### config.mk
export PLATFORM = sky130hd
export DESIGN_NAME = bias_requant
export DESIGN_NICKNAME = d
export VERILOG_FILES = /design/src/verilog/conv_num_pkg.sv /design/src/verilog/expand_cfg_pkg.sv /design/src/verilog/bias_requant.sv
export SDC_FILE = /design/constraint.sdc
export NUM_CORES = 1
export LEC_CHECK = 0
export ABC_AREA = 1
export ABC_CLOCK_PERIOD_IN_PS = 1400
export BUFFER_PORTS_ARGS = -buffer_cell sky130_fd_sc_hd__buf_4
export CORE_ASPECT_RATIO = 1.1
export CORE_MARGIN = 2
export CORE_UTILIZATION = 30
export CTS_BUF_LIST = sky130_fd_sc_hd__clkbuf_8
export DETAILED_ROUTE_END_ITERATION = 7
export GPL_ROUTABILITY_DRIVEN = 0
export SLEW_MARGIN = 20
export SYNTH_ARGS = -nofsm -noshare
export SYNTH_HDL_FRONTEND = slang
export SYNTH_SLANG_ARGS = --single-unit
export TNS_END_PERCENT = 1
### constraint.sdc
create_clock -name clk -period 1.4 [get_ports clk]
set_input_delay 0.21 -clock clk [delete_from_list [all_inputs] [get_ports clk]]
set_output_delay 0.21 -clock clk [all_outputs]
set_load 0.05 [all_outputs]
### src/verilog/conv_num_pkg.sv
// Number formats shared by the expand engine and its testbench
// Input words and weights are signed DATA_WIDTH values
// Lane sums and biased sums are signed ACC_WIDTH values
// Requantization keeps accumulator bits OUT_MSB down to FRAC_SHIFT
package conv_num_pkg;

	// Input word, weight and output word width
	localparam int DATA_WIDTH = 16;

	// Accumulator and biased sum width
	// Sign sits in the top bit
	localparam int ACC_WIDTH = 32;

	////////////////////
	// Requant window
	////////////////////

	// Low bits dropped when going back to 16 bits
	localparam int FRAC_SHIFT = 14;

	// Highest accumulator bit that survives
	// Output word is a zero sign bit over bits OUT_MSB..FRAC_SHIFT
	localparam int OUT_MSB = 28;

endpackage

### src/verilog/expand_cfg_pkg.sv
// Geometry and coefficient rules of the fire4 and fire5 3x3 expand layers
// weight_of and bias_of replace weight ROMs and are called by RTL and testbench
package expand_cfg_pkg;

	// One lane per output channel
	localparam int LANES = 8;
	localparam int CHIN = 4;
	localparam int KERNEL_TAPS = 9;
	localparam int TAPS_PER_PIXEL = KERNEL_TAPS * CHIN;
	localparam int WOUT = 4;
	localparam int PIXELS = WOUT * WOUT;

	// Counter also holds the gap state TAPS_PER_PIXEL
	localparam int TAP_ADDR_WIDTH = $clog2(TAPS_PER_PIXEL + 1);

	typedef enum logic {FIRE4, FIRE5} layer_id_t;

	// Small signed weight in -64..63
	function automatic logic signed [conv_num_pkg::DATA_WIDTH-1:0] weight_of(
		input layer_id_t layer,
		input int unsigned tap,
		input int unsigned lane
	);
		int unsigned mix;
		int w;
		mix = tap * 29 + lane * 53 + ((layer == FIRE5) ? 71 : 17);
		// Different scramble per layer
		if (layer == FIRE5) begin
			mix = (mix * 11 + (mix >> 2)) % 128;
		end else begin
			mix = (mix * 7 + (mix >> 3)) % 128;
		end
		w = int'(mix) - 64;
		return w[conv_num_pkg::DATA_WIDTH-1:0];
	endfunction

	// Bias in accumulator units, roughly -2^18..2^18
	function automatic logic signed [conv_num_pkg::ACC_WIDTH-1:0] bias_of(
		input layer_id_t layer,
		input int unsigned lane
	);
		int unsigned step;
		step = (lane * 5 + ((layer == FIRE5) ? 3 : 1)) % 8;
		return int'(step) * 70000 - 250000;
	endfunction

endpackage

### src/verilog/bias_requant.sv
`timescale 1ns/1ps
// Bias, ReLU and requantization of the lane sums
// On pix_done each lane gets its layer bias and is cut back to 16 bits
// The result lands in the active layer's bank and ofm_valid pulses one cycle
module bias_requant (
	input  logic clk,
	input  logic rst,
	input  logic pix_done,
	input  expand_cfg_pkg::layer_id_t active_layer,
	input  logic signed [conv_num_pkg::ACC_WIDTH-1:0] acc [expand_cfg_pkg::LANES],
	output logic ofm_valid,
	output logic [conv_num_pkg::DATA_WIDTH-1:0] ofm_4 [expand_cfg_pkg::LANES],
	output logic [conv_num_pkg::DATA_WIDTH-1:0] ofm_5 [expand_cfg_pkg::LANES]
);
	import conv_num_pkg::*;
	import expand_cfg_pkg::*;

	logic signed [ACC_WIDTH-1:0] sum [LANES];
	logic [DATA_WIDTH-1:0] word [LANES];

	////////////////////
	// Bias and ReLU
	////////////////////

	always_comb begin
		for (int i = 0; i < LANES; i++) begin
			sum[i] = acc[i] + bias_of(active_layer, i);
			if (sum[i][ACC_WIDTH-1]) begin
				// Negative clamps to zero
				word[i] = '0;
			end else begin
				word[i] = {1'b0, sum[i][OUT_MSB:FRAC_SHIFT]};
			end
		end
	end

	////////////////////
	// Output banks
	////////////////////

	always_ff @(posedge clk or negedge rst) begin
		if (!rst) begin
			ofm_valid <= 1'b0;
			for (int i = 0; i < LANES; i++) begin
				ofm_4[i] <= '0;
				ofm_5[i] <= '0;
			end
		end else begin
			ofm_valid <= pix_done;
			if (pix_done) begin
				// Only the running layer's bank changes
				if (active_layer == FIRE5) begin
					ofm_5 <= word;
				end else begin
					ofm_4 <= word;
				end
			end
		end
	end

endmodule

==> results of run 1 <==
## registers in the layout, indices dropped and copies added, names as in the netlist
signal     flops
ofm_4        120
ofm_valid      1
ofm_5        120
## final cells by class
| type | instances | area [sq um] |
|---|---|---|
| fill | 6641 | 34100 |
| multi-input combinational | 2418 | 12300 |
| timing repair buffer | 951 | 8680 |
| sequential | 241 | 6030 |
| inverter | 441 | 1680 |
| tap | 850 | 1060 |
| clock buffer | 55 | 757 |
| clock inverter | 22 | 191 |
| antenna | 4 | 10.0 |
## cells by family (layout without fill, tap and decap cells)
| group | Yosys count | after routing | share of synthesized area, % |
|---|---|---|---|
| other | 1 | 20 | 0.0191 |
| buffers and inverters | 535 | 1469 | 11.6 |
| XOR/XNOR | 36 | 36 | 1.60 |
| AND/OR/NAND/NOR | 2114 | 2114 | 45.2 |
| flip-flops | 241 | 241 | 30.7 |
| AO/OA/AOI/OAI | 144 | 144 | 3.98 |
| adder cells (fa/ha/maj) | 108 | 108 | 6.87 |
## through the flow
stage,cells,utilization [%],cell area [sq um]
2_1_floorplan,3194,-,19900
3_3_place_gp,4885,42.9,27800
3_5_place_dp,4885,42.9,27800
4_1_cts,4977,46.9,30400
5_1_grt,4979,47.4,30800
6_report,4982,47.4,30800
## Yosys cell counts, types with 2 or more instances
master	number	area share (%)
sky130_fd_sc_hd__nand2_4	3	0.17
sky130_fd_sc_hd__nand3_1	395	10
sky130_fd_sc_hd__o21a_1	2	0.076
sky130_fd_sc_hd__buf_6	23	1.3
sky130_fd_sc_hd__or2_2	2	0.064
sky130_fd_sc_hd__o21bai_1	13	0.50
sky130_fd_sc_hd__nor3_2	3	0.15
sky130_fd_sc_hd__and2_1	2	0.064
sky130_fd_sc_hd__nand2_2	13	0.41
sky130_fd_sc_hd__nand4_1	57	1.8
sky130_fd_sc_hd__nor2_1	245	4.7
sky130_fd_sc_hd__buf_1	6	0.11
sky130_fd_sc_hd__xor2_1	27	1.2
sky130_fd_sc_hd__buf_4	22	0.84
sky130_fd_sc_hd__a211oi_1	2	0.076
sky130_fd_sc_hd__ha_1	108	6.9
sky130_fd_sc_hd__nor2_2	4	0.13
sky130_fd_sc_hd__nand3_2	3	0.15
sky130_fd_sc_hd__buf_2	17	0.43
sky130_fd_sc_hd__nor3b_2	2	0.13
sky130_fd_sc_hd__nor3_1	27	0.69
sky130_fd_sc_hd__nand3b_1	27	1.0
sky130_fd_sc_hd__a21oi_1	78	2.0
sky130_fd_sc_hd__nand2_1	1322	25
sky130_fd_sc_hd__nor2_4	3	0.17
sky130_fd_sc_hd__nor4_1	2	0.064
sky130_fd_sc_hd__a21o_1	4	0.15
sky130_fd_sc_hd__clkbuf_1	25	0.48
sky130_fd_sc_hd__inv_1	432	8.2
sky130_fd_sc_hd__xnor2_1	9	0.40
sky130_fd_sc_hd__o21ai_0	41	1.0
sky130_fd_sc_hd__inv_2	7	0.13
sky130_fd_sc_hd__dfrtp_1	241	31
## repair_timing
action,CTS,global route
gates resized for setup,333,70
hold endpoints to repair,258,0
pin swaps,8,8
buffers inserted,1,1
gates cloned,2,0
hold buffers,12,0
endpoints found under the setup margin,480,481
## critical path, stage by stage
cell                        delay, ns
sky130_fd_sc_hd__buf_12          0.13
sky130_fd_sc_hd__inv_16          0.13
sky130_fd_sc_hd__buf_12          0.17
sky130_fd_sc_hd__ha_4            0.22
sky130_fd_sc_hd__nand2_2         0.08
sky130_fd_sc_hd__inv_1           0.04
sky130_fd_sc_hd__nand2_1         0.06
sky130_fd_sc_hd__nand2_1         0.09
sky130_fd_sc_hd__inv_1           0.07
sky130_fd_sc_hd__nand2_1         0.09
sky130_fd_sc_hd__a21oi_2         0.16
sky130_fd_sc_hd__nand2_1         0.06
sky130_fd_sc_hd__nand2_1         0.06
sky130_fd_sc_hd__nand2_2         0.07
sky130_fd_sc_hd__bufbuf_16       0.29
sky130_fd_sc_hd__nand3_1         0.08
sky130_fd_sc_hd__nand2_1         0.06
## layer usage
| metal | wire (microns) | vias to the layer above | track usage (%) |
|---|---|---|---|
| li1 | - | 11800 | - |
| met1 | 33500 | 10469 | 28.4 |
| met2 | 37200 | 616 | 39.1 |
| met3 | 5120 | 135 | 4.60 |
| met4 | 1960 | 18 | 5.81 |
| met5 | 121 | - | 0 |
## power by group through the flow
stage               clock [mW]  sequential (mW)  combinational (mW)
floorplan                    0             12.4                4.27
global placement             0             8.85                13.3
detailed placement           0             8.84                13.4
CTS                       7.70             8.95                14.4
global route              8.00             9.06                15.6
finish                    7.50             8.96                14.5
## how the worst max path moves through the flow
stage,start,end,slack (ns),cells after the start
floorplan,active_layer,ofm_4[38]$_DFFE_PN0P_,-0.49,16
global placement,active_layer,ofm_4[21]$_DFFE_PN0P_,-0.92,16
detailed placement,active_layer,ofm_4[21]$_DFFE_PN0P_,-0.94,14
CTS,ofm_5[65]$_DFFE_PN0P_,ofm_5[65],-0.14,1
global route,active_layer,ofm_5[90]$_DFFE_PN0P_,-0.36,17
finish,active_layer,ofm_5[90]$_DFFE_PN0P_,-0.22,17
==> impl_metrics.csv, run 1 <==
group,metric,value,unit
sta,fmax,619,MHz
clock_network,clock_tree.buffer_depth,3,
min_path,min_delay_worst_endpoint,"ofm_4[9]$_DFFE_PN0P_",
power_and_ir_drop,seqPwrFrac,28.9,%
detailed_routing,vias,23038,
worst_setup_path,depth_of_the_worst_register_to_register_path,2,
min_path,min_from,"acc[23]",
sta,timing.final.ws_setup,-0.217,ns
global_routing,number_of_antenna_violations_at_the_first_check_in_global_routing,13,
detailed_routing,wire_per_inst,15.6,microns
clock_network,h_tree_depth_reported_by_cts,2,
power_and_ir_drop,swShare,42.5,%
outcome,violations,"setup timing",
clock_network,worst_skew_late_latency,0.61,ns
global_routing,via_count_of_the_first_global_routing_pass,22739,
yosys,synth-edff-count,0,
detailed_routing,drtAntennaViolNets,0,
detailed_routing,mean_number_of_vias_per_cell,4.62,
detailed_routing,dr.first_iter.drc_count,1189,
clock_network,clock_tree_from_tritoncts,"yes",
detailed_routing,detail_route.drc_violations,0,
outcome,status,"complete, but fails checks",
floorplan,ioPinCount,517,
worst_setup_path,worst_ep_required_time,1.89,ns
placement,dp_hpwl,62.9,mm
sta,period_minus_slack,1.62,ns
global_routing,grtUsageTotal,22.6,%
global_routing,grt_max_degree,66,
yosys,synth_cells,3179,
floorplan,die_h,272,microns
global_routing,grt_remaining_overflow,0,
sta,fin_worst_skew,0,ns
worst_setup_path,critical_path.startpoint_type,"input pin",
yosys,yosysSeqAreaShare,30.7,%
worst_setup_path,timing_worst_setup_path_type,"input pin to flop",
global_routing,grt_pass1_wl,121,mm
power_and_ir_drop,power_leakage,17.4,nW
sta,finalSetupViolations,202,
power_and_ir_drop,power.net_switching,13.2,mW
worst_setup_path,end_kind,"flop",
finish,layout-drive-gt1-share,29.1,%
min_path,timing.hold.worst.class,"input pin to flop",
clock_network,cts.clk_slew.worst_paths,0.07,ns
worst_setup_path,r2r_slack,0.63,ns
power_and_ir_drop,pwr-share-clk,24.2,%
finish,finalNetCount,4466,
floorplan,design.die.area,0.0676,sq mm
worst_setup_path,crit_arrival,2.11,ns
floorplan,start_util,30.3,%
sta,finalHoldWorstSlack,0.0493,ns
yosys,async_set_or_reset_flop_fraction_in_the_synthesized_netlist,100,%
sta,post_route_fraction_of_the_period_consumed_by_the_critical_path,115,%
worst_setup_path,max_fanout_on_critical_path,15,
finish,layout.cells.most_common,"sky130_fd_sc_hd__nand2_1",
yosys,yosysWarnings,0,
placement,port_buffers,464,
clock_network,clock-root-buffer,"sky130_fd_sc_hd__clkbuf_8",
finish,syn_to_final_growth,56.5,%
sta,count_of_final_hold_check_violations,0,
sta,timing.final.max_slew_violations,0,
power_and_ir_drop,intPower,17.8,mW
floorplan,core_area,0.0649,sq mm
sta,setup_tns,-19.72,ns
yosys,synthesis.area,0.0197,sq mm
power_and_ir_drop,combinationalPowerShare,46.9,%
floorplan,num_rows,98,
flow_run,cap_viol_max_count,0,
detailed_routing,drt_pre_antenna_iters,5,
finish,final_cell_mix,"1300 x sky130_fd_sc_hd__nand2_1, 648 x sky130_fd_sc_hd__buf_4, 436 x sky130_fd_sc_hd__inv_1, 388 x sky130_fd_sc_hd__nand3_1, 245 x sky130_fd_sc_hd__buf_6",
sta,rsz0062_at_grt,"yes",
clock_network,cts_sinks,241,
yosys,avgSynthCellArea,6.18,sq um
placement,setup_slack_at_placement,-0.938,ns
yosys,synth_top_flop_cell,"sky130_fd_sc_hd__dfrtp_1",
power_and_ir_drop,power-per-cell-area,1010,mW/mm^2
worst_setup_path,timing.rr.start,"ofm_5[65]$_DFFE_PN0P_",
floorplan,die_w,248,microns
clock_network,numCtsBuffers,45,
min_path,hold_depth,6,
worst_setup_path,r2r_end,"ofm_5[65]$_DFFE_PN0P_",
detailed_routing,total_routed_length,77.9,mm
yosys,synth_cell_type_count,45,
power_and_ir_drop,power.ir.vdd_worst,1010,uV
power_and_ir_drop,design_power_total,31.0,mW
yosys,synth.ff_latch_count,241,
No activity file was read; power rests on OpenSTA's default activity.
==> run 2, diff against run 1 <==
--- a/config.mk
+++ b/config.mk
@@ -6,7 +6,7 @@
 export NUM_CORES = 1
 export LEC_CHECK = 0
 export ABC_AREA = 1
-export ABC_CLOCK_PERIOD_IN_PS = 1400
+export ABC_CLOCK_PERIOD_IN_PS = 1700
 export BUFFER_PORTS_ARGS = -buffer_cell sky130_fd_sc_hd__buf_4
 export CORE_ASPECT_RATIO = 1.1
 export CORE_MARGIN = 2
==> constraint.sdc (replaced) <==
create_clock -name clk -period 1.7 [get_ports clk]
set_input_delay 0.255 -clock clk [delete_from_list [all_inputs] [get_ports clk]]
set_output_delay 0.255 -clock clk [all_outputs]
set_load 0.05 [all_outputs]
==> run 2 against run 1 <==
The run now ends clean. First-iteration DRC count shrank 6.0%. Wire length shrank 2.3%. Sequential share of layout area grew 1.4 points. Clock power shrank 16%. Clock-buffer cell count shrank 5. Hold slack gained 0.0095 ns. Non-clock buffer count shrank 79. Setup slack gained 0.28 ns. Critical path type unchanged.
==> impl_metrics.csv, run 2 (same netlist as run 1, synthesis figures left out) <==
group,metric,value,unit
worst_setup_path,depth_of_the_worst_register_to_register_path,2,
detailed_routing,drt_pre_antenna_iters,7,
power_and_ir_drop,power.ir.vdd_worst,671,uV
power_and_ir_drop,intPower,14.0,mW
detailed_routing,met3RoutedLength,5.69,mm
detailed_routing,met2_wirelength,35.8,mm
worst_setup_path,crit_path_start,"active_layer",
floorplan,die_w,248,microns
floorplan,die_h,272,microns
sta,fmax,609,MHz
global_routing,grt_max_degree,67,
global_routing,via_count_of_the_first_global_routing_pass,22103,
detailed_routing,drtAntennaViolNets,0,
sta,post_route_fraction_of_the_period_consumed_by_the_critical_path,96.5,%
worst_setup_path,end_kind,"flop",
finish,postLayoutCoreUtil,44.3,%
finish,layout.cells.most_common,"sky130_fd_sc_hd__nand2_1",
power_and_ir_drop,combinationalPowerShare,44.9,%
floorplan,ioPinCount,517,
placement,setup_slack_at_placement,-0.755,ns
worst_setup_path,crit_arrival,2.14,ns
sta,timing.final.max_slew_violations,0,
floorplan,start_util,30.3,%
worst_setup_path,timing.rr.start,"ofm_5[65]$_DFFE_PN0P_",
flow_run,cap_viol_max_count,0,
clock_network,worst_skew_late_latency,0.61,ns
global_routing,grt_remaining_overflow,0,
detailed_routing,vias,22728,
global_routing,grtUsageTotal,22.1,%
floorplan,design.die.area,0.0676,sq mm
worst_setup_path,r2r_slack,0.93,ns
power_and_ir_drop,power-per-cell-area,856,mW/mm^2
detailed_routing,detail_route.wirelength.met1,32.2,mm
clock_network,numCtsBuffers,45,
global_routing,number_of_antenna_violations_at_the_first_check_in_global_routing,15,
finish,largestRegisters,"ofm_4 x120, ofm_5 x120, ofm_valid x1",
clock_network,clock-root-buffer,"sky130_fd_sc_hd__clkbuf_8",
sta,count_of_final_hold_check_violations,0,
finish,syn_to_final_growth,46.0,%
power_and_ir_drop,pwr-share-clk,25.7,%
clock_network,cts.clk_slew.worst_paths,0.06,ns
outcome,status,"finished, final reports clean",
detailed_routing,wire_per_inst,15.5,microns
min_path,timing.hold.worst.class,"input pin to flop",
sta,finalSetupViolations,0,
floorplan,core_area,0.0649,sq mm
min_path,min_from,"acc[121]",
worst_setup_path,worst_ep_required_time,2.20,ns
finish,finalNetCount,4387,
clock_network,cts_sinks,241,
placement,place_area,0.0272,sq mm
detailed_routing,detail_route.drc_violations,0,
finish,layout-drive-gt1-share,26.0,%
placement,port_buffers,464,
global_routing,grt_pass1_wl,118,mm
placement,dp_hpwl,62.1,mm
detailed_routing,topRoutingLayerUsed,"met5",
floorplan,num_rows,98,
detailed_routing,dr.first_iter.drc_count,1118,
worst_setup_path,r2r_end,"ofm_5[65]$_DFFE_PN0P_",
sta,period_minus_slack,1.64,ns
sta,timing.final.ws_setup,0.0592,ns
clock_network,clock_tree.buffer_depth,3,
clock_network,h_tree_depth_reported_by_cts,2,
clock_network,clock_tree_from_tritoncts,"yes",
power_and_ir_drop,power.net_switching,10.6,mW
clock_network,post-cts-setup-buffer-count,0,
sta,rsz0062_at_grt,"yes",
detailed_routing,total_routed_length,76.1,mm
worst_setup_path,timing_worst_setup_path_type,"input pin to flop",
finish,finalInstanceArea,0.0287,sq mm
worst_setup_path,critical_path.startpoint_type,"input pin",
sta,finalHoldWorstSlack,0.0588,ns
finish,final_cell_mix,"1308 x sky130_fd_sc_hd__nand2_1, 821 x sky130_fd_sc_hd__buf_4, 442 x sky130_fd_sc_hd__inv_1, 392 x sky130_fd_sc_hd__nand3_1, 240 x sky130_fd_sc_hd__dfrtp_1",
power_and_ir_drop,power_leakage,16.8,nW
power_and_ir_drop,seqPwrFrac,29.4,%
worst_setup_path,max_fanout_on_critical_path,15,
detailed_routing,mean_number_of_vias_per_cell,4.63,
power_and_ir_drop,swShare,43.2,%
sta,fin_worst_skew,0,ns
worst_setup_path,worst_setup_path_endpoint,"ofm_5[89]$_DFFE_PN0P_",
## run 2: worst min path at each step
stage                                  to  slack [ns]  depth (start not counted)
floorplan            ofm_4[0]$_DFFE_PN0P_       -0.04                          0
global placement    ofm_4[57]$_DFFE_PN0P_        0.12                          1
detailed placement  ofm_4[57]$_DFFE_PN0P_        0.13                          1
CTS                 ofm_5[59]$_DFFE_PN0P_       0.002                          6
global route        ofm_5[71]$_DFFE_PN0P_        0.05                          5
finish              ofm_5[59]$_DFFE_PN0P_        0.06                          6
## run 2: layout make-up
type | count | area, sq um
fillers | 6857 | 36200
multi-input cells | 2418 | 11900
repair buffers | 872 | 7090
flip-flops and latches | 241 | 6030
inverters | 441 | 1680
well taps | 850 | 1060
clock buffers | 50 | 688
clock inverters | 30 | 279
diodes | 3 | 7.51
## run 2: per-stage QoR
step / std cells / total power, mW / TNS, ns
global placement: 4811 / 18.1 / -152.88
finish: 4905 / 24.6 / 0
floorplan: 3194 / 13.7 / -42.97
global route: 4903 / 25.9 / -2.02
CTS: 4900 / 24.6 / 0
detailed placement: 4811 / 18.1 / -158.59
## run 2: routing by layer
| layer | global-route usage, % | vias to the layer above |
|---|---|---|
| met1 | 27.5 | 10298 |
| li1 | - | 11648 |
| met4 | 7.19 | 24 |
| met5 | 0 | - |
| met2 | 37.0 | 607 |
| met3 | 5.66 | 151 |
## run 2: worst max-delay path, cell delays in order
cell and delay, ns:
sky130_fd_sc_hd__buf_12 0.13, sky130_fd_sc_hd__inv_16 0.08, sky130_fd_sc_hd__buf_12 0.14, sky130_fd_sc_hd__ha_1 0.32, sky130_fd_sc_hd__nand2_1 0.08, sky130_fd_sc_hd__nand2_1 0.07, sky130_fd_sc_hd__nand2_1 0.06, sky130_fd_sc_hd__nand2_1 0.09
sky130_fd_sc_hd__inv_1 0.06, sky130_fd_sc_hd__nand2_1 0.10, sky130_fd_sc_hd__a21oi_2 0.17, sky130_fd_sc_hd__nand2_1 0.07, sky130_fd_sc_hd__nand2_1 0.07, sky130_fd_sc_hd__nand2_2 0.09, sky130_fd_sc_hd__clkbuf_16 0.19, sky130_fd_sc_hd__nand3_1 0.08
sky130_fd_sc_hd__nand2_1 0.05
## run 2: repair_timing
| action | 4_1_cts | 5_1_grt |
|---|---|---|
| cloned | 0 | 2 |
| pin swaps | 1 | 11 |
| setup endpoints to repair | 91 | 235 |
| hold endpoints to repair | 254 | 0 |
| hold buffers | 9 | 0 |
| resized for setup | 3 | 76 |
## run 2: power groups by stage
stage / sequential, mW / combinational (mW) / clock, mW
4_1_cts: 7.21 / 10.9 / 6.49
2_1_floorplan: 10.2 / 3.52 / 0
6_report: 7.22 / 11.0 / 6.30
3_3_place_gp: 7.30 / 10.8 / 0
5_1_grt: 7.30 / 11.9 / 6.74
3_5_place_dp: 7.27 / 10.9 / 0
==> run 3, diff against run 2 <==
--- a/config.mk
+++ b/config.mk
@@ -8,10 +8,10 @@
 export ABC_AREA = 1
 export ABC_CLOCK_PERIOD_IN_PS = 1700
 export BUFFER_PORTS_ARGS = -buffer_cell sky130_fd_sc_hd__buf_4
-export CORE_ASPECT_RATIO = 1.1
+export CORE_ASPECT_RATIO = 1.4
 export CORE_MARGIN = 2
 export CORE_UTILIZATION = 30
-export CTS_BUF_LIST = sky130_fd_sc_hd__clkbuf_8
+export CTS_BUF_LIST = sky130_fd_sc_hd__clkbuf_8 sky130_fd_sc_hd__clkbuf_16
 export DETAILED_ROUTE_END_ITERATION = 7
 export GPL_ROUTABILITY_DRIVEN = 0
 export SLEW_MARGIN = 20
==> run 3 against run 2 <==
The flow now finishes with violations (DRC). Sequential share of layout area hardly changed. Wire length is 4.3% higher. Clock skew stayed put. Register-to-register slack better by 0.03 ns. Die area hardly changed. Clock power is 3.5% lower. Critical path type unchanged.
==> impl_metrics.csv, run 3 (same netlist as run 1, synthesis figures left out) <==
group,metric,value,unit
worst_setup_path,critPathSlowestCell,"sky130_fd_sc_hd__ha_1",
min_path,timing.hold.worst.class,"input pin to flop",
sta,finalSetupViolations,0,
finish,fillers,6864,
worst_setup_path,cp.depth,14,
global_routing,number_of_antenna_violations_at_the_first_check_in_global_routing,9,
detailed_routing,detail_route.drc_violations,2,
placement,placed_cells,4803,
global_routing,met3_usage_grt,3.65,%
detailed_routing,dr.first_iter.drc_count,1360,
finish,finalNetCount,4362,
clock_network,cts.clk_slew.worst_paths,0.06,ns
global_routing,met1_usage,25.5,%
detailed_routing,total_routed_length,79.4,mm
worst_setup_path,worst_ep_required_time,2.21,ns
floorplan,die_w,220,microns
finish,final_cell_count_no_fill,4864,
finish,multi_input_area,0.0120,sq mm
global_routing,grt_pass1_wl,121,mm
power_and_ir_drop,power.ir.vdd_worst,663,uV
finish,final_cell_mix,"1300 x sky130_fd_sc_hd__nand2_1, 824 x sky130_fd_sc_hd__buf_4, 434 x sky130_fd_sc_hd__inv_1, 389 x sky130_fd_sc_hd__nand3_1, 241 x sky130_fd_sc_hd__dfrtp_1",
flow_run,cap_viol_max_count,0,
worst_setup_path,critical-path-top-delay-family,"simple AND/OR/NAND/NOR gates",
finish,syn_to_final_growth,45.7,%
worst_setup_path,timing_worst_setup_path_type,"input pin to flop",
clock_network,h_tree_depth_reported_by_cts,1,
clock_network,clock-root-buffer,"sky130_fd_sc_hd__clkbuf_16",
worst_setup_path,worst_setup_path_endpoint,"ofm_4[58]$_DFFE_PN0P_",
floorplan,design.die.area,0.0676,sq mm
floorplan,num_rows,111,
sta,timing.final.max_slew_violations,0,
floorplan,core_area,0.0651,sq mm
sta,fin_worst_skew,0,ns
floorplan,ioPinCount,517,
detailed_routing,mean_number_of_vias_per_cell,4.67,
placement,dp_hpwl,64.5,mm
sta,post_route_fraction_of_the_period_consumed_by_the_critical_path,99.2,%
clock_network,cts_sinks,241,
sta,period_minus_slack,1.69,ns
worst_setup_path,critical_path.n_buffers_inverters,4,
worst_setup_path,timing.rr.start,"ofm_4[125]$_DFFE_PN0P_",
global_routing,global_route.usage.met2,42.5,%
outcome,violations,"DRC",
global_routing,grt_max_degree,57,
worst_setup_path,depth_of_the_worst_register_to_register_path,2,
worst_setup_path,critical_path.cell_chain,"buf_12, buf_12, buf_4, ha_1, nand2_1, nor2_1, nand3_1, nand3_1, nand2_1, nand3_1, nand2_1, inv_1, nand3_1, nand2_1",
power_and_ir_drop,swShare,43.3,%
finish,layout.cells.most_common,"sky130_fd_sc_hd__nand2_1",
clock_network,numCtsBuffers,27,
power_and_ir_drop,pwr-share-clk,24.9,%
global_routing,globalRoute.busiestLayer,"met2",
power_and_ir_drop,power-per-cell-area,852,mW/mm^2
detailed_routing,drtAntennaViolNets,0,
detailed_routing,vias,22691,
worst_setup_path,max_fanout_on_critical_path,9,
power_and_ir_drop,seqPwrFrac,29.5,%
global_routing,via_count_of_the_first_global_routing_pass,22363,
finish,layout-drive-gt1-share,26.6,%
worst_setup_path,r2r_slack,0.96,ns
finish,layout.area.seq,0.00603,sq mm
worst_setup_path,crit_arrival,2.19,ns
sta,fmax,593,MHz
sta,rsz0062_at_grt,"yes",
finish,largestRegisters,"ofm_4 x120, ofm_5 x120, ofm_valid x1",
worst_setup_path,crit_path_max_incr_delay,0.32,ns
power_and_ir_drop,intPower,13.9,mW
worst_setup_path,r2r_end,"ofm_4[125]$_DFFE_PN0P_",
floorplan,start_util,30.2,%
global_routing,grt_remaining_overflow,0,
power_and_ir_drop,combinationalPowerShare,45.6,%
detailed_routing,drt_pre_antenna_iters,8,
worst_setup_path,crit_path_start,"active_layer",
global_routing,grtUsageTotal,22.9,%
power_and_ir_drop,power.net_switching,10.6,mW
clock_network,worst_skew_late_latency,0.58,ns
worst_setup_path,end_kind,"flop",
clock_network,clock_tree_from_tritoncts,"yes",
placement,port_buffers,464,
worst_setup_path,critical_path.startpoint_type,"input pin",
detailed_routing,wire_per_inst,16.3,microns
sta,count_of_final_hold_check_violations,0,
outcome,status,"complete, but fails checks",
clock_network,clock_tree.buffer_depth,3,
power_and_ir_drop,design_power_total,24.4,mW
power_and_ir_drop,power_leakage,16.7,nW
floorplan,die_h,307,microns
## run 3: per-layer routing
layer	vias to the layer above	wire (microns)
li1	11567	-
met1	10334	30900
met2	595	40100
met3	181	4430
met4	14	3980
met5	-	88
## run 3: worst min path at each step
stage	start	endpoint	slack [ns]	cells after the start
finish	acc[242]	ofm_4[116]$_DFFE_PN0P_	0.05	5
global route	acc[124]	ofm_4[62]$_DFFE_PN0P_	0.06	6
CTS	acc[242]	ofm_4[116]$_DFFE_PN0P_	0.01	5
detailed placement	rst	ofm_4[93]$_DFFE_PN0P_	0.17	1
global placement	rst	ofm_5[93]$_DFFE_PN0P_	0.18	1
floorplan	rst	ofm_4[0]$_DFFE_PN0P_	-0.04	0
## run 3: stage by stage
step / setup TNS [ns] / hold WS [ns] / setup slack [ns] / area [sq um] / util, %
final: 0 / 0.0467 / 0.0135 / 28600 / 44.0
after CTS: -0.0462 / 0.0111 / -0.0174 / 28200 / 43.2
after floorplan: -42.97 / -0.0406 / -0.239 / 19900 / -
after global placement: -145.37 / 0.175 / -0.735 / 27200 / 41.7
after global routing: -11.01 / 0.0585 / -0.119 / 28600 / 44.0
after detailed placement: -147.40 / 0.173 / -0.726 / 27200 / 41.7
## run 3: what timing repair did
item                                    in CTS  in global routing
endpoints found under the hold margin      231                  0
hold buffers                                 3                  0
endpoints found under the setup margin     152                239
gates resized for setup                      9                115
buffers inserted                             0                  4
pin swaps                                    0                  9
gates cloned                                 1                  1
## run 3: power groups by stage
| stage | Sequential, mW | Combinational (mW) | Clock [mW] |
|---|---|---|---|
| after floorplan | 10.2 | 3.52 | 0 |
| after global placement | 7.29 | 10.9 | 0 |
| after detailed placement | 7.27 | 11.0 | 0 |
| after CTS | 7.20 | 11.0 | 6.27 |
| after global routing | 7.29 | 12.0 | 6.48 |
| final | 7.21 | 11.1 | 6.08 |
## run 3: final cells by class
| cell class | count | share of cell area (%) |
|---|---|---|
| multi-input combinational | 2418 | 41.9 |
| timing repair buffer | 865 | 24.4 |
| sequential | 241 | 21.1 |
| inverter | 441 | 5.86 |
| tap | 847 | 3.70 |
| clock buffer | 31 | 2.55 |
| clock inverter | 19 | 0.598 |
| antenna | 2 | 0.0175 |
## run 3: tightest hold or removal path, delay by kind of cell
kind	cells	cell delay [ns]
buffers and inverters	1	0.09
AND/OR/NAND/NOR	4	0.24
